<file path="src/rtl/periph_macros.svh">
// Widths and register map are fixed at compile time; the LFSR seed must never be zero
`ifndef PERIPH_MACROS_SVH
`define PERIPH_MACROS_SVH

// ----------------------------------------
// Bus widths
// ----------------------------------------
`define PERIPH_DATA_W   32
`define PERIPH_ADDR_W   16

// Address slice that picks one register
`define REG_SEL_LSB     3
`define REG_SEL_MSB     5

// Register indices within the window
`define REG_IDX_GPIO     3'd0
`define REG_IDX_RNG_DATA 3'd2
`define REG_IDX_RNG_CTRL 3'd3

// Control register write bits
`define CTRL_EN_BIT     0
`define CTRL_CLR_BIT    1

// ----------------------------------------
// Random source and its FIFO
// ----------------------------------------
`define RNG_FIFO_DEPTH  16
`define RNG_CNT_W       5            // Holds 0 to 16
`define RNG_SEED        32'h1ACE_B00C
`define RNG_TAPS        32'h8020_0003 // x^32 + x^22 + x^2 + x + 1

// Returned for any select outside the map
`define UNMAPPED_RDATA  32'hDEAD_BEEF

`define LED_W           8

`endif

</file>
<file path="src/rtl/periph_pkg.sv">
// Types shared by the register window; widths follow the macros header
`include "periph_macros.svh"

package periph_pkg;

    // ----------------------------------------
    // Request port, one access per cycle with en high
    // ----------------------------------------
    typedef struct packed {
        logic                      en;
        logic                      we;
        logic [`PERIPH_ADDR_W-1:0] addr;
        logic [`PERIPH_DATA_W-1:0] wdata;
    } mem_req_t;

    // ----------------------------------------
    // FIFO state as seen by the generator and the registers
    // ----------------------------------------
    typedef struct packed {
        logic                  full;
        logic                  empty;
        logic                  rderr;  // Sticky, pop while empty
        logic [`RNG_CNT_W-1:0] count;
    } rng_status_t;

    // Register select, decoded from the address slice
    // Unlisted codes read back the fallback word
    typedef enum logic [2:0] {
        REG_GPIO     = `REG_IDX_GPIO,      // LEDs out, DIP switches in
        REG_RNG_DATA = `REG_IDX_RNG_DATA,  // FIFO head, write pops
        REG_RNG_CTRL = `REG_IDX_RNG_CTRL   // Status read, control write
    } reg_sel_e;

endpackage

</file>
<file path="src/rtl/gpio_regs.sv">
// Read data is valid the cycle after the request; pop and clear strobes fire the cycle after a write
`timescale 1ns/1ps
`include "periph_macros.svh"

module gpio_regs (
    input  logic                      clk_i,
    input  logic                      rst_i,
    input  periph_pkg::mem_req_t      req_i,
    output logic [`PERIPH_DATA_W-1:0] rdata_o,
    output logic [`LED_W-1:0]         leds_o,
    input  logic [`LED_W-1:0]         dip_switches_i,
    output logic                      rng_en_o,
    output logic                      pop_o,
    output logic                      err_clr_o,
    input  logic [`PERIPH_DATA_W-1:0] head_i,
    input  periph_pkg::rng_status_t   status_i
);

    periph_pkg::reg_sel_e sel;       // Select of the current request
    periph_pkg::reg_sel_e sel_q;     // Select of the previous access
    logic                 wr_en;

    logic [`PERIPH_DATA_W-1:0] status_word;

    assign sel   = periph_pkg::reg_sel_e'(req_i.addr[`REG_SEL_MSB:`REG_SEL_LSB]);
    assign wr_en = req_i.en && req_i.we;

    // ----------------------------------------
    // Write side
    // ----------------------------------------
    always_ff @(posedge clk_i)
    begin
        if (rst_i)
        begin
            leds_o    <= '0;
            rng_en_o  <= 1'b0;
            pop_o     <= 1'b0;
            err_clr_o <= 1'b0;
            sel_q     <= periph_pkg::REG_GPIO;
        end
        else
        begin
            // Strobes last one cycle
            pop_o     <= 1'b0;
            err_clr_o <= 1'b0;

            if (req_i.en)
            begin
                sel_q <= sel;  // Steers the read mux next cycle
            end

            if (wr_en)
            begin
                case (sel)
                    periph_pkg::REG_GPIO:
                    begin
                        leds_o <= req_i.wdata[`LED_W-1:0];
                    end
                    periph_pkg::REG_RNG_DATA:
                    begin
                        pop_o <= 1'b1;  // Any write drops the head
                    end
                    periph_pkg::REG_RNG_CTRL:
                    begin
                        rng_en_o  <= req_i.wdata[`CTRL_EN_BIT];
                        err_clr_o <= req_i.wdata[`CTRL_CLR_BIT];
                    end
                    default:
                    begin
                        // Writes outside the map are dropped
                    end
                endcase
            end
        end
    end

    // ----------------------------------------
    // Read side
    // ----------------------------------------

    // Flags on top, count in the low bits
    assign status_word = {status_i.full,
                          status_i.empty,
                          status_i.rderr,
                          rng_en_o,
                          {(`PERIPH_DATA_W-4-`RNG_CNT_W){1'b0}},
                          status_i.count};

    always_comb
    begin
        case (sel_q)
            periph_pkg::REG_GPIO:
                rdata_o = {{(`PERIPH_DATA_W-`LED_W){1'b0}}, dip_switches_i};
            periph_pkg::REG_RNG_DATA:
                rdata_o = head_i;  // Current head, not the popped word
            periph_pkg::REG_RNG_CTRL:
                rdata_o = status_word;
            default:
                rdata_o = `UNMAPPED_RDATA;
        endcase
    end

endmodule

</file>
<file path="src/rtl/periph_top.sv">
// Single register window with an LFSR-fed random FIFO; request port has no back-pressure
`timescale 1ns/1ps
`include "periph_macros.svh"

module periph_top (
    input  logic                      clk_i,
    input  logic                      rst_i,
    input  periph_pkg::mem_req_t      req_i,
    output logic [`PERIPH_DATA_W-1:0] rdata_o,
    output logic [`LED_W-1:0]         leds_o,
    input  logic [`LED_W-1:0]         dip_switches_i
);

    // ----------------------------------------
    // Internal links
    // ----------------------------------------
    logic                      rng_en;
    logic                      pop;
    logic                      err_clr;
    logic                      push;
    logic [`PERIPH_DATA_W-1:0] rng_data;   // Generator to FIFO
    logic [`PERIPH_DATA_W-1:0] fifo_head;  // FIFO to read mux
    periph_pkg::rng_status_t   fifo_status;

    gpio_regs i_gpio_regs (
        .clk_i          ( clk_i          ),
        .rst_i          ( rst_i          ),
        .req_i          ( req_i          ),
        .rdata_o        ( rdata_o        ),
        .leds_o         ( leds_o         ),
        .dip_switches_i ( dip_switches_i ),
        .rng_en_o       ( rng_en         ),
        .pop_o          ( pop            ),
        .err_clr_o      ( err_clr        ),
        .head_i         ( fifo_head      ),
        .status_i       ( fifo_status    )
    );

    // Generator pauses on its own when the FIFO is full
    rng_lfsr i_rng_lfsr (
        .clk_i    ( clk_i       ),
        .rst_i    ( rst_i       ),
        .en_i     ( rng_en      ),
        .status_i ( fifo_status ),
        .push_o   ( push        ),
        .data_o   ( rng_data    )
    );

    rng_fifo i_rng_fifo (
        .clk_i     ( clk_i       ),
        .rst_i     ( rst_i       ),
        .push_i    ( push        ),
        .data_i    ( rng_data    ),
        .pop_i     ( pop         ),
        .err_clr_i ( err_clr     ),
        .head_o    ( fifo_head   ),
        .status_o  ( fifo_status )
    );

endmodule

</file>
<file path="src/rtl/rng_fifo.sv">
// No full check on push, the writer must hold off when full; pop while empty only flags rderr
`timescale 1ns/1ps
`include "periph_macros.svh"

module rng_fifo (
    input  logic                      clk_i,
    input  logic                      rst_i,
    input  logic                      push_i,
    input  logic [`PERIPH_DATA_W-1:0] data_i,
    input  logic                      pop_i,
    input  logic                      err_clr_i,
    output logic [`PERIPH_DATA_W-1:0] head_o,
    output periph_pkg::rng_status_t   status_o
);

    // ----------------------------------------
    // Storage and pointers
    // ----------------------------------------
    logic [`PERIPH_DATA_W-1:0] mem [`RNG_FIFO_DEPTH];

    logic [`RNG_CNT_W-2:0] wr_ptr_q;  // Wraps at depth
    logic [`RNG_CNT_W-2:0] rd_ptr_q;
    logic [`RNG_CNT_W-1:0] count_q;
    logic                  rderr_q;

    logic full;
    logic empty;
    logic do_pop;

    assign full   = (count_q == `RNG_CNT_W'(`RNG_FIFO_DEPTH));
    assign empty  = (count_q == '0);
    assign do_pop = pop_i && !empty;

    // Data array, written on every push
    always_ff @(posedge clk_i)
    begin
        if (push_i)
        begin
            mem[wr_ptr_q] <= data_i;
        end
    end

    always_ff @(posedge clk_i)
    begin
        if (rst_i)
        begin
            wr_ptr_q <= '0;
            rd_ptr_q <= '0;
            count_q  <= '0;
        end
        else
        begin
            if (push_i)
            begin
                wr_ptr_q <= wr_ptr_q + 1'b1;
            end
            if (do_pop)
            begin
                rd_ptr_q <= rd_ptr_q + 1'b1;
            end
            // Push and pop together leave the count alone
            case ({push_i, do_pop})
                2'b10:   count_q <= count_q + 1'b1;
                2'b01:   count_q <= count_q - 1'b1;
                default: count_q <= count_q;
            endcase
        end
    end

    // ----------------------------------------
    // Sticky underflow flag
    // ----------------------------------------
    always_ff @(posedge clk_i)
    begin
        if (rst_i)
        begin
            rderr_q <= 1'b0;
        end
        else if (pop_i && empty)
        begin
            rderr_q <= 1'b1;  // A fresh underflow outranks a clear
        end
        else if (err_clr_i)
        begin
            rderr_q <= 1'b0;
        end
    end

    assign head_o = mem[rd_ptr_q];

    assign status_o.full  = full;
    assign status_o.empty = empty;
    assign status_o.rderr = rderr_q;
    assign status_o.count = count_q;

endmodule

</file>
<file path="src/rtl/rng_lfsr.sv">
// Steps only on a push, so the pushed words depend on the seed alone and not on timing
`timescale 1ns/1ps
`include "periph_macros.svh"

module rng_lfsr (
    input  logic                      clk_i,
    input  logic                      rst_i,
    input  logic                      en_i,      // Generation enable level
    input  periph_pkg::rng_status_t   status_i,  // From the FIFO
    output logic                      push_o,
    output logic [`PERIPH_DATA_W-1:0] data_o
);

    logic [`PERIPH_DATA_W-1:0] lfsr_q;
    logic [`PERIPH_DATA_W-1:0] lfsr_next;

    // ----------------------------------------
    // Galois step, shift right and fold in taps
    // ----------------------------------------
    always_comb
    begin
        lfsr_next = {1'b0, lfsr_q[`PERIPH_DATA_W-1:1]};
        if (lfsr_q[0])
        begin
            lfsr_next = lfsr_next ^ `RNG_TAPS;
        end
    end

    // Keep the FIFO topped up while enabled
    assign push_o = en_i && !status_i.full;

    always_ff @(posedge clk_i)
    begin
        if (rst_i)
        begin
            lfsr_q <= `RNG_SEED;
        end
        else if (push_o)
        begin
            lfsr_q <= lfsr_next;  // Word just pushed is consumed
        end
    end

    assign data_o = lfsr_q;

endmodule

</file>
<file path="config.mk">
export PLATFORM = sky130hd
export DESIGN_NAME = periph_top
export DESIGN_NICKNAME = d
export VERILOG_FILES = /design/src/rtl/periph_pkg.sv /design/src/rtl/gpio_regs.sv /design/src/rtl/periph_top.sv /design/src/rtl/rng_fifo.sv /design/src/rtl/rng_lfsr.sv
export VERILOG_INCLUDE_DIRS = /design/src /design/src/rtl
export SDC_FILE = /design/constraint.sdc
export NUM_CORES = 1
export LEC_CHECK = 0
export BUFFER_PORTS_ARGS = -buffer_cell sky130_fd_sc_hd__buf_2
export CAP_MARGIN = 20
export CORE_MARGIN = 2
export CORE_UTILIZATION = 61
export DETAILED_ROUTE_END_ITERATION = 16
export GPL_ROUTABILITY_DRIVEN = 0
export PLACE_DENSITY_LB_ADDON = 0.05
export SETUP_SLACK_MARGIN = 0.3
export SLEW_MARGIN = 20
export SYNTH_ARGS = -nofsm -noshare
export SYNTH_HDL_FRONTEND = slang
export SYNTH_SLANG_ARGS = --single-unit
</file>
<file path="constraint.sdc">
create_clock -name clk_i -period 5.6 [get_ports clk_i]
set_clock_uncertainty 0.2 [all_clocks]
set_input_delay 1.12 -clock clk_i [delete_from_list [all_inputs] [get_ports clk_i]]
set_output_delay 1.12 -clock clk_i [all_outputs]
set_load 0.05 [all_outputs]
</file>
# ---- Yosys cells after proc, flatten, opt, wreduce, memory -nomap -nowiden
# Memory sizes are Yosys's and may differ from the RTL's. A register that Yosys moved wholly into a read port is not among the register bits.
# Index checks and enable logic that the tools add are counted.
dict set report word_totals {
  regBits 60
  ram_bits 512
  inputBits 60
  out_inout_bits 40
  elab_cells 50
  n_memories 1
}
# name words word_bits rd rd_clocked_by_memory_dff write_ports line
set memory_table {}
lappend memory_table {i_rng_fifo.mem 16 32 1 1 1 rng_fifo.sv:19} ;# logic [`PERIPH_DATA_W-1:0] mem [`RNG_FIFO_DEPTH];
dict set report classes {
  n_addsub 4
  eq_ne 7
  mux 10
  bitwise 3
  reduce_logical 15
}
# op count
set ops {}
lappend ops {{$pmux 32 s3} 1}
lappend ops {{$mux 32} 1}
lappend ops {{$eq 3x2->1 const B} 4}
lappend ops {{$pmux 5 s2} 1}
lappend ops {{$add 4x1->4 const B} 2}
lappend ops {{$mux 4} 2}
lappend ops {{$logic_not 3->1} 2}
lappend ops {{$add 5x1->5 const B} 1}
lappend ops {{$eq 5x5->1 const B} 1}
lappend ops {{$logic_not 5->1} 1}
lappend ops {{$mux 1} 5}
lappend ops {{$sub 5x1->5 const B} 1}
lappend ops {{$logic_and 1x1->1} 4}
lappend ops {{$not 3->4} 1}
lappend ops {{$reduce_and 2->1} 2}
lappend ops {{$reduce_bool 2->1} 2}
lappend ops {{$reduce_or 3->1} 1}
lappend ops {{$eq 2x1->1 const B} 1}
lappend ops {{$eq 2x2->1 const B} 1}
lappend ops {{$logic_not 1->1} 2}
lappend ops {{$not 1->1} 2}
lappend ops {{$reduce_or 2->1} 1}

# ---- Logic depth before layout (Yosys ltp)
# Gate-level depths: netlist (run 1).
dict set report depth {
  depth_word 5
  mapped_depth 13
  mapped_depth_nobuf 10
}

# ---- By module
# Synthesis (run 1) repeated with hierarchy kept, for this count alone.
dict set report hier_totals {
  hier_cells 1202
  area_unflattened_um2 22625.4
}
# module n_inst cells_each area_each_um2 seq_area_each_um2
set modules_own_cells {}
lappend modules_own_cells {rng_fifo 1 908 20148.1 15735.1}
lappend modules_own_cells {rng_lfsr 1 168 1421.4 640.6}
lappend modules_own_cells {gpio_regs 1 126 1056.0 280.3}

# ---- Worst setup path before layout (run 1)
# No wires, ideal clock.
dict set report synth_path {
  path_kind {reg-to-output}
  start {register with a tool-made name}
  end {output port rdata_o[29]}
  arrival_ns 3.050
  required_ns 4.280
  path_slack_ns 1.230
  path_stages_with_launch 6
  path_buffers 2
  cell_sequence {dfxtp_1 > clkbuf_1 > clkbuf_1 > mux4_2 > mux2i_1 > o311ai_0}
}
# item line
set synth_lines {}
lappend synth_lines {{end, declared} periph_top.sv:9} ;# output logic [`PERIPH_DATA_W-1:0] rdata_o,

# ---- Worst setup path after layout (run 1)
dict set report layout_path {
  start {register i_gpio_regs.sel_q[1]}
  end {output port rdata_o[13]}
}
dict set report layout_between {
  elab_chain_cells 2
  word_cells_on_any_way 4
  classes_between {2 x eq/ne; 1 x mux; 1 x reduce/logical}
}
# item line
set layout_rtl {}
lappend layout_rtl {{start, declared} gpio_regs.sv:20} ;# periph_pkg::reg_sel_e sel_q;
lappend layout_rtl {{start signal, assigned} gpio_regs.sv:39} ;# sel_q <= periph_pkg::REG_GPIO;
lappend layout_rtl {{start signal, assigned} gpio_regs.sv:49} ;# sel_q <= sel;
lappend layout_rtl {{$eq 3x2->1 or $logic_not 3->1 (tied branches)} gpio_regs.sv:91} ;# case (sel_q)
lappend layout_rtl {{$pmux 32 s3 *} gpio_regs.sv:91}
# Mark *: on every way between the ends. The rest lies on a longest branch, timed or not.

==> impl_results.md, run 1 <==
- Lkg Pwr: 8.33 nW
- Crit Path Category: flop to output pin
- ANT cells: 0
- Vias in the first global route: 11300
- Vias: 11000
- Final setup violation count: 0
- NumNets Final: 1303
- CP max FO: 16
- Worst-Skew Late Latency: 0.59 ns
- Worst VDD drop: 0.000268 V
- Global-route usage over all layers: 0.251
- PwrDens: 339 nW/um2
- Max_cap viols: 0
- Layout overhead on the synthesized area: 12.6%
- Distinct cells, synth: 47
- Mean routed wirelength per cell: 26.3 um
- Startpoint types: flop
- RSZ-0062 raised after global routing: no
- CTS resizes: 0
- Synthesis-stage register bit count: 576
- Fmax: 202 MHz
- Post-synth EDFFs: 512
- Num rows: 70
- CTS sink count: 576
- Final Hold Fails: 0
- Pre-antenna DRT Iters: 7
- CP max stage delay: 0.69 ns
- Compound-Gate Fraction of Synth Area: 0.0220
- # port buffers: 62
- Worst-path clk slew: 0.06 ns
- CTS buffer count: 54
- Via density: 6.26
- Syn. warnings: 0
- # hold bufs at CTS: 0
- TNS Setup: 0 ns
- First-pass GRT wire length: 69.2 mm
- CTS tree: built
- Post-CTS setup repair buffer count: 0
- Syn Nets: 1216
- Reg-to-reg startpoint: i_rng_fifo.count_q[0]
- Max-slew violation count: 0
- Global route overflow: 0
- CP arrival: 3.63 ns
- Post-synthesis sequential area ratio: 0.747
- Main combinational cell family by area after synthesis: multiplexers
- Largest net degree at the start of global routing: 59
- # H-tree levels: 2
- Final antenna-violating net count: 0
- # IOs: 100
- Core ar.: 36300 um2
- Worst reg-to-reg setup slack: 2.12 ns
- Initial antenna violation count: 1
- Reg2reg path depth: 6
- Drc violations: 0
- Min Tclk post-route: 4.95 ns
- Ys async rst share: 0
- Worst EP required: 4.28 ns
- Syn_area_per_cell: 19.4 um2
- Critical path startpoint: i_gpio_regs.sel_q[1]
- Clock Tree Root: clkbuf_16
- Die footprint: 38100 um2
- Crit path capture type: output pin
- Post-Syn Instances: 1149
- Initial core utilization: 0.614
- Slowest CP cell: nand2_1
- Worst-Margin Slew: 1.11 ns
- Final worst path period share: 0.883
- Place WS: 1.29 ns
- Hpwl dp: 26.2 mm
- Crit path max-delay family: buffers and inverters
- WP depth: 8
- Core Util, Final: 0.691
- Most used DFF post-synth: edfxtp_1
- Post-Synth Adder-Cell Area: 0.00393
- Worst min path class: flop to flop
- Status: finished, final reports clean
- Post-Synth Simple-Gate Area: 0.0419
- CTS Buffer Depth: 3
- Drt total wl: 46.0 mm
- Critical R2R Capture: i_rng_fifo.mem[7][5]
- Mapped Area: 22300 um2
- PnR worst setup slack: 0.653 ns
- Xor and xnor area share after synthesis: 0.00471
- Crit path to: rdata_o[13]
- Share of cells above drive strength 1: 0.264
- Mux cell area share after synthesis: 0.165
- Die Ht: 195 um
- Buf/Inv on CP: 4
- DRT iter0 DRCs: 1107
- Slew HR: 0.259
- CP cell instances: inv_1 -> nor3_1 -> buf_4 -> nand2_1 -> buf_4 -> o22a_1 -> nand2_1 -> buf_2
- Chip width: 195 um
==> area by class of cell <==
class,instances,area [um2]
sequential,576,16700
clock inverter,19,229
timing repair buffer,97,573
tap,468,586
fill,2323,11200
multi-input combinational,496,5430
clock buffer,82,1590
inverter,11,41.3
==> metrics by stage <==
stage	instance area (um2)	hold WS (ns)	power, mW	cells
4_1_cts	25100	0.293	8.57	1749
3_3_place_gp	23300	0.256	4.92	1648
2_1_floorplan	22300	0.252	4.86	1149
3_5_place_dp	23300	0.275	4.92	1648
5_1_grt	25100	0.307	8.74	1749
6_report	25100	0.288	8.50	1749
==> placed cells by master, fill, tap and decap left out, drive strengths merged, types with 2 or more instances in the layout <==
cell / n
clkinvlp: 2
dfxtp: 64
nand4: 3
nand3b: 15
o221ai: 9
edfxtp: 512
clkinv: 11
and2: 6
buf: 97
mux2: 3
o22a: 14
xor2: 7
mux4: 134
inv: 12
nor2: 62
nand3: 3
a31oi: 2
a211oi: 2
clkbuf: 82
nor4: 2
or3: 2
nand2: 91
nand4b: 2
a311oi: 2
mux2i: 63
a21boi: 2
nor3: 11
nand2b: 6
xnor2: 5
bufinv: 5
ha: 7
a21oi: 30
==> routing by layer <==
| metal | vias to the layer above | global-route usage | wire (um) |
|---|---|---|---|
| met4 | 0 | 0.0664 | 827 |
| met5 | - | 0 | 0 |
| met2 | 346 | 0.419 | 23000 |
| li1 | 4782 | - | - |
| met3 | 60 | 0.0358 | 2630 |
| met1 | 5762 | 0.354 | 19500 |
==> cells in the mapped netlist, types with 2 or more instances <==
| cell | count | area [um2] |
|---|---|---|
| nand3_1 | 3 | 15.0 |
| nor3_1 | 11 | 55.1 |
| a211oi_1 | 2 | 15.0 |
| nand4b_1 | 2 | 17.5 |
| and2_1 | 6 | 37.5 |
| ha_1 | 7 | 87.6 |
| nand2b_1 | 6 | 37.5 |
| mux4_2 | 134 | 3020 |
| dfxtp_1 | 64 | 1280 |
| mux2i_1 | 63 | 631 |
| a21boi_1 | 2 | 15.0 |
| buf_4 | 10 | 75.1 |
| nor2_1 | 62 | 233 |
| a31oi_1 | 2 | 12.5 |
| buf_2 | 11 | 55.1 |
| nand3b_1 | 15 | 113 |
| clkbuf_1 | 35 | 131 |
| nand2_1 | 91 | 342 |
| edfxtp_1 | 512 | 15400 |
| xor2_1 | 7 | 61.3 |
| o221ai_1 | 9 | 78.8 |
| inv_1 | 11 | 41.3 |
| xnor2_1 | 5 | 43.8 |
| a311oi_1 | 2 | 17.5 |
| o22a_1 | 14 | 123 |
| or3_1 | 2 | 12.5 |
| nand4_1 | 3 | 18.8 |
| mux2_2 | 2 | 22.5 |
| buf_1 | 9 | 33.8 |
| a21oi_1 | 30 | 150 |
==> registers in the layout (all words and copies together) (netlist names), 3 cells and up, named ones only <==
name / flops
i_rng_fifo.mem: 512
i_rng_fifo.count_q: 5
i_rng_fifo.rd_ptr_q: 4
i_gpio_regs.sel_q: 3
i_rng_lfsr.data_o: 32
i_gpio_regs.leds_o: 8
i_rng_fifo.wr_ptr_q: 4
==> worst min-delay path: cells and delay by family (launching register included) <==
| family | cells | cell delay [ns] |
|---|---|---|
| simple gates | 1 | 0.07 |
| mux | 1 | 0.07 |
| flops | 1 | 0.32 |
==> power by group <==
part | switching (mW) | internal (mW) | total [mW]
Sequential | 0.0171 | 4.62 | 4.64
Clock | 1.49 | 2.18 | 3.68
Combinational | 0.141 | 0.0456 | 0.186
==> worst min path at each step <==
stage	startpoint	to	slack, ns	depth (start not counted)
floorplan	i_gpio_regs.err_clr_o	i_rng_fifo.rderr_q	0.25	3
global placement	i_gpio_regs.err_clr_o	i_rng_fifo.rderr_q	0.26	3
detailed placement	i_rng_fifo.rderr_q	i_rng_fifo.rderr_q	0.28	2
CTS	i_gpio_regs.err_clr_o	i_rng_fifo.rderr_q	0.29	3
global route	i_gpio_regs.err_clr_o	i_rng_fifo.rderr_q	0.31	3
finish	i_gpio_regs.leds_o[5]	i_gpio_regs.leds_o[5]	0.29	2
==> logic make-up (layout without fill, tap and decap cells) <==
family / after synthesis / in the layout
and+or+nand+nor: 206 / 206
adders and majority gates: 7 / 7
muxes: 200 / 200
DFF: 576 / 576
buffers and inverters: 77 / 209
AOI/OAI and AO/OA: 71 / 71
xor gates and xnor gates: 12 / 12
No activity file was read; power rests on OpenSTA's default activity.
==> inputs of run 2 (changes only) <==
==> constraint.sdc (replaced) <==
create_clock -name clk_i -period 5.6 [get_ports clk_i]
set_clock_uncertainty 0.2 [all_clocks]
set_input_delay 0.56 -clock clk_i [delete_from_list [all_inputs] [get_ports clk_i]]
set_output_delay 0.56 -clock clk_i [all_outputs]
set_load 0.05 [all_outputs]
==> impl_results.md, run 2 (synthesized netlist as in run 1, its figures left out) <==
- Status: finished, final reports clean
- Vias: 11100
- PwrDens: 344 nW/um2
- Reg2reg path depth: 6
- Share of cells above drive strength 1: 0.263
- # H-tree levels: 2
- Hold slack: 0.0353 ns
- Most frequent cells in the layout: 512 x edfxtp_1, 134 x mux4_2, 91 x nand2_1
- Drt total wl: 47.5 mm
- Crit Path Category: flop to output pin
- Worst-Skew Late Latency: 0.59 ns
- CP max FO: 46
- Reg-to-reg startpoint: i_rng_fifo.count_q[0]
- Clock Tree Root: clkbuf_16
- Lkg Pwr: 8.41 nW
- Global-route usage over all layers: 0.258
- CTS sink count: 576
- Hold Path Depth: 3
- RSZ-0062 raised after global routing: no
- Num rows: 70
- Min Tclk post-route: 4.09 ns
- CP cell instances: buf_12 -> mux4_2 -> mux2i_1 -> o221ai_1 -> buf_2
- Largest net degree at the start of global routing: 66
- CTS buffer count: 55
- DRT iter0 DRCs: 1013
- Worst VDD drop: 0.000263 V
- # IOs: 100
- CTS tree: built
- Startpoint types: flop
- CTS Buffer Depth: 3
- Tot Pwr: 8.71 mW
- Final antenna-violating net count: 0
- Critical R2R Capture: i_rng_fifo.mem[14][19]
- Layout overhead on the synthesized area: 13.5%
- Worst reg-to-reg setup slack: 2.03 ns
- Via density: 6.31
- Max_cap viols: 0
- Slowest CP cell: dfxtp_4
- Mean routed wirelength per cell: 27.1 um
- Pre-antenna DRT Iters: 5
- Chip width: 195 um
- Crit path capture type: output pin
- Die Ht: 195 um
- Vias in the first global route: 11200
- CP max stage delay: 0.89 ns
- Fillers: 2266
- TNS Setup: 0 ns
- Hold_sp: req_i[0]
- Initial antenna violation count: 0
- Fmax: 244 MHz
- Core ar.: 36300 um2
- Hpwl dp: 25.6 mm
- Drc violations: 0
- Die footprint: 38100 um2
- NumNets Final: 1308
- CP arrival: 3.33 ns
- Final Hold Fails: 0
- Worst-path clk slew: 0.06 ns
- Worst-Margin Slew: 1.10 ns
- Max-slew violation count: 0
- Top reg by flops: i_rng_fifo.mem
- Post-route cell area: 25300 um2
- First-pass GRT wire length: 70.8 mm
- Final setup violation count: 0
- Hold endpoint: i_gpio_regs.leds_o[0]
- Initial core utilization: 0.614
- ANT cells: 0
- Final worst path period share: 0.731
- Post-DP Area: 23300 um2
- Worst EP required: 4.84 ns
- Commonest non-fill, non-tap cell in the layout: edfxtp_1
- Largest register FFs: 512
- # port buffers: 62
- Post-CTS setup repair buffer count: 0
- Global route overflow: 0
- Worst min path class: input pin to flop
- Slew HR: 0.265
[run 2: worst max-delay path, delay by kind of cell, from the launching register on]
kind,cells,cell delay [ns]
compound gates,1,0.22
buf+inv,2,0.68
flops,1,0.89
mux,2,0.86
[run 2: per-layer routing]
layer	up-vias	routed length, um	global-route usage
met5	-	0	0
met4	0	971	0.0761
met3	63	3630	0.0434
met2	438	23300	0.417
met1	5788	19600	0.370
li1	4793	-	-
[run 2: layout make-up]
type	instances	area (um2)	share of cell area
clock inverter	28	363	0.0143
tap	468	586	0.0231
multi-input combinational	496	5430	0.215
clock buffer	75	1560	0.0618
inverter	11	41.3	0.00163
timing repair buffer	101	661	0.0261
sequential	576	16700	0.658
[run 2: per-stage QoR]
step,util,instances,setup WS [ns]
CTS,0.696,1755,1.40
detailed placement,0.641,1644,2.04
finish,0.696,1755,1.51
global placement,0.641,1644,1.98
global route,0.696,1755,1.29
floorplan,-,1149,1.43
[run 2: what timing repair did]
action                                 CTS  global route
gates resized for setup                  0             0
hold buffers                             8             0
endpoints found under the hold margin    8             0
[run 2: worst max path at each step]
stage,start,to,slack (ns),cells past startpoint
2_1_floorplan,i_rng_fifo.count_q[1],i_rng_fifo.mem[0][0],1.43,6
3_3_place_gp,i_rng_fifo.count_q[0],i_rng_fifo.mem[2][11],1.98,6
4_1_cts,flop,rdata_o[8],1.40,5
3_5_place_dp,flop,rdata_o[8],2.04,5
5_1_grt,flop,rdata_o[8],1.29,5
6_report,flop,rdata_o[0],1.51,5
[run 2: report_power, final]
group / internal [mW] / total [mW] / switching, mW
Sequential: 4.62 / 4.64 / 0.0176
Combinational: 0.0492 / 0.193 / 0.143
Clock: 2.36 / 3.87 / 1.51
Total: 7.04 / 8.71 / 1.67
==> inputs of run 3 (changes only) <==
--- a/config.mk
+++ b/config.mk
@@ -9,7 +9,7 @@
 export BUFFER_PORTS_ARGS = -buffer_cell sky130_fd_sc_hd__buf_2
 export CAP_MARGIN = 20
 export CORE_MARGIN = 2
-export CORE_UTILIZATION = 61
+export CORE_UTILIZATION = 55
 export DETAILED_ROUTE_END_ITERATION = 16
 export GPL_ROUTABILITY_DRIVEN = 0
 export PLACE_DENSITY_LB_ADDON = 0.05
==> constraint.sdc (replaced) <==
create_clock -name clk_i -period 3.75 [get_ports clk_i]
set_clock_uncertainty 0.2 [all_clocks]
set_input_delay 0.375 -clock clk_i [delete_from_list [all_inputs] [get_ports clk_i]]
set_output_delay 0.375 -clock clk_i [all_outputs]
set_load 0.05 [all_outputs]
==> impl_results.md, run 3 (synthesized netlist as in run 1, its figures left out) <==
- NumNets Final: 1358
- Via density: 5.99
- Most frequent cells in the layout: 512 x edfxtp_1, 134 x mux4_2, 91 x nand2_1
- CTS Buffer Depth: 3
- Worst-Margin Slew: 0.923 ns
- Met3 GRT Util: 0.0348
- Top Usage Layer GRT: met2
- Fmax: 299 MHz
- First-pass GRT wire length: 71.4 mm
- Largest register FFs: 512
- Worst EP required: 3.17 ns
- Top reg by flops: i_rng_fifo.mem
- Max-slew violation count: 0
- Hold slack: 0.172 ns
- DRT iter0 DRCs: 991
- Slew HR: 0.385
- Max_cap viols: 0
- Global route overflow: 0
- # H-tree levels: 2
- Crit path capture type: output pin
- Post-route cell area: 25700 um2
- Hpwl dp: 27.7 mm
- Chip width: 205 um
- Min Tclk post-route: 3.35 ns
- TNS Setup: 0 ns
- Final setup violation count: 0
- Lkg Pwr: 8.58 nW
- Drc violations: 0
- Final antenna-violating net count: 0
- Final worst path period share: 0.892
- Layout overhead on the synthesized area: 15.4%
- Worst-Skew Late Latency: 0.60 ns
- Worst min path class: input pin to flop
- Met1 usage: 0.341
- Initial core utilization: 0.559
- Tot Pwr: 12.5 mW
- Worst-path clk slew: 0.06 ns
- CTS resizes: 0
- ANT cells: 0
- CTS buffer count: 56
- CTS tree: built
- Die footprint: 42200 um2
- CP cell instances: buf_12 -> buf_4 -> mux4_2 -> mux4_2 -> and2_1 -> buf_2
- Share of cells above drive strength 1: 0.276
- Startpoint types: flop
- Worst VDD drop: 0.000418 V
- Clock Tree Root: clkbuf_16
- CTS sink count: 576
- Drt total wl: 47.6 mm
- Pre-antenna DRT Iters: 5
- Vias in the first global route: 11300
- Initial antenna violation count: 0
- Core ar.: 39900 um2
- Final Hold Fails: 0
- RSZ-0062 raised after global routing: no
- Global-route usage over all layers: 0.236
- CP max FO: 13
- Largest net degree at the start of global routing: 43
- Crit Path Category: flop to output pin
- Cell repeated most along the worst path: mux4_2
- CP max stage delay: 0.53 ns
- Num rows: 73
- Met2 Usage GRT: 0.382
- Vias: 11100
- Commonest non-fill, non-tap cell in the layout: edfxtp_1
- Slowest CP cell: mux4_2
- # IOs: 100
- Status: finished, final reports clean
- Core Util, Final: 0.645
- Mean routed wirelength per cell: 25.6 um
- Post-DP Area: 23700 um2
- CP arrival: 2.77 ns
- PwrDens: 487 nW/um2
- # port buffers: 62
- Die Ht: 205 um
-- run 3: cell count changes in the layout (fill, tap and decap cells not counted), moves of 3 or more --
cell / delta
buf_12: +11
buf_4: +30
bufinv_16: -8
clkbuf_1: +11
clkinv_2: -3
dlygate4sd3_1: +9
nor3_2: -3
nor3_4: +3
-- run 3: metrics by stage --
stage | cells | setup slack [ns]
floorplan | 1149 | 0.441
global placement | 1727 | 0.560
detailed placement | 1727 | 0.566
CTS | 1852 | 0.303
global route | 1861 | 0.311
finish | 1861 | 0.404
-- run 3: power breakdown --
group,internal [mW],switching [mW]
clock network,3.03,2.26
registers,6.90,0.0203
logic,0.0867,0.220
-- run 3: critical path: cells and delay by family (launching register included) --
kind / cells / cell delay [ns]
AND/OR/NAND/NOR: 1 / 0.19
buffers and inverters: 3 / 0.52
multiplexers: 2 / 1.02
flip-flops: 1 / 0.44
-- run 3: final timing paths --
check | depth (start not counted) | to | slack [ns] | start
worst max-delay path | 6 | rdata_o[8] | 0.40 | flop
worst min-delay path | 2 | i_gpio_regs.leds_o[0] | 0.17 | rst_i
worst max register to register | 8 | i_rng_fifo.count_q[4] | 0.55 | i_rng_fifo.count_q[0]
worst min register to register | 3 | i_rng_fifo.rderr_q | 0.29 | i_gpio_regs.err_clr_o
-- run 3: timing repair --
item                                    in CTS  in global routing
endpoints found under the setup margin      27                  2
hold endpoints to repair                    14                  0
hold buffers                                17                  0
buffers inserted                             5                  9
-- run 3: cell type report --
| cell class | count | area [um2] |
|---|---|---|
| Clock inverter | 17 | 113 |
| Multi-Input combinational cell | 496 | 5450 |
| Tap cell | 525 | 657 |
| Fill cell | 2698 | 14200 |
| Inverter | 11 | 41.3 |
| Sequential cell | 576 | 16700 |
| Clock buffer | 86 | 1620 |
| Timing Repair Buffer | 150 | 1190 |
-- run 3: metal layers --
metal	share of wire	vias to the layer above	wire, um
li1	-	4894	-
met1	0.44	5836	20900
met2	0.49	350	23200
met3	0.055	63	2610
met4	0.018	0	844
met5	0	-	0
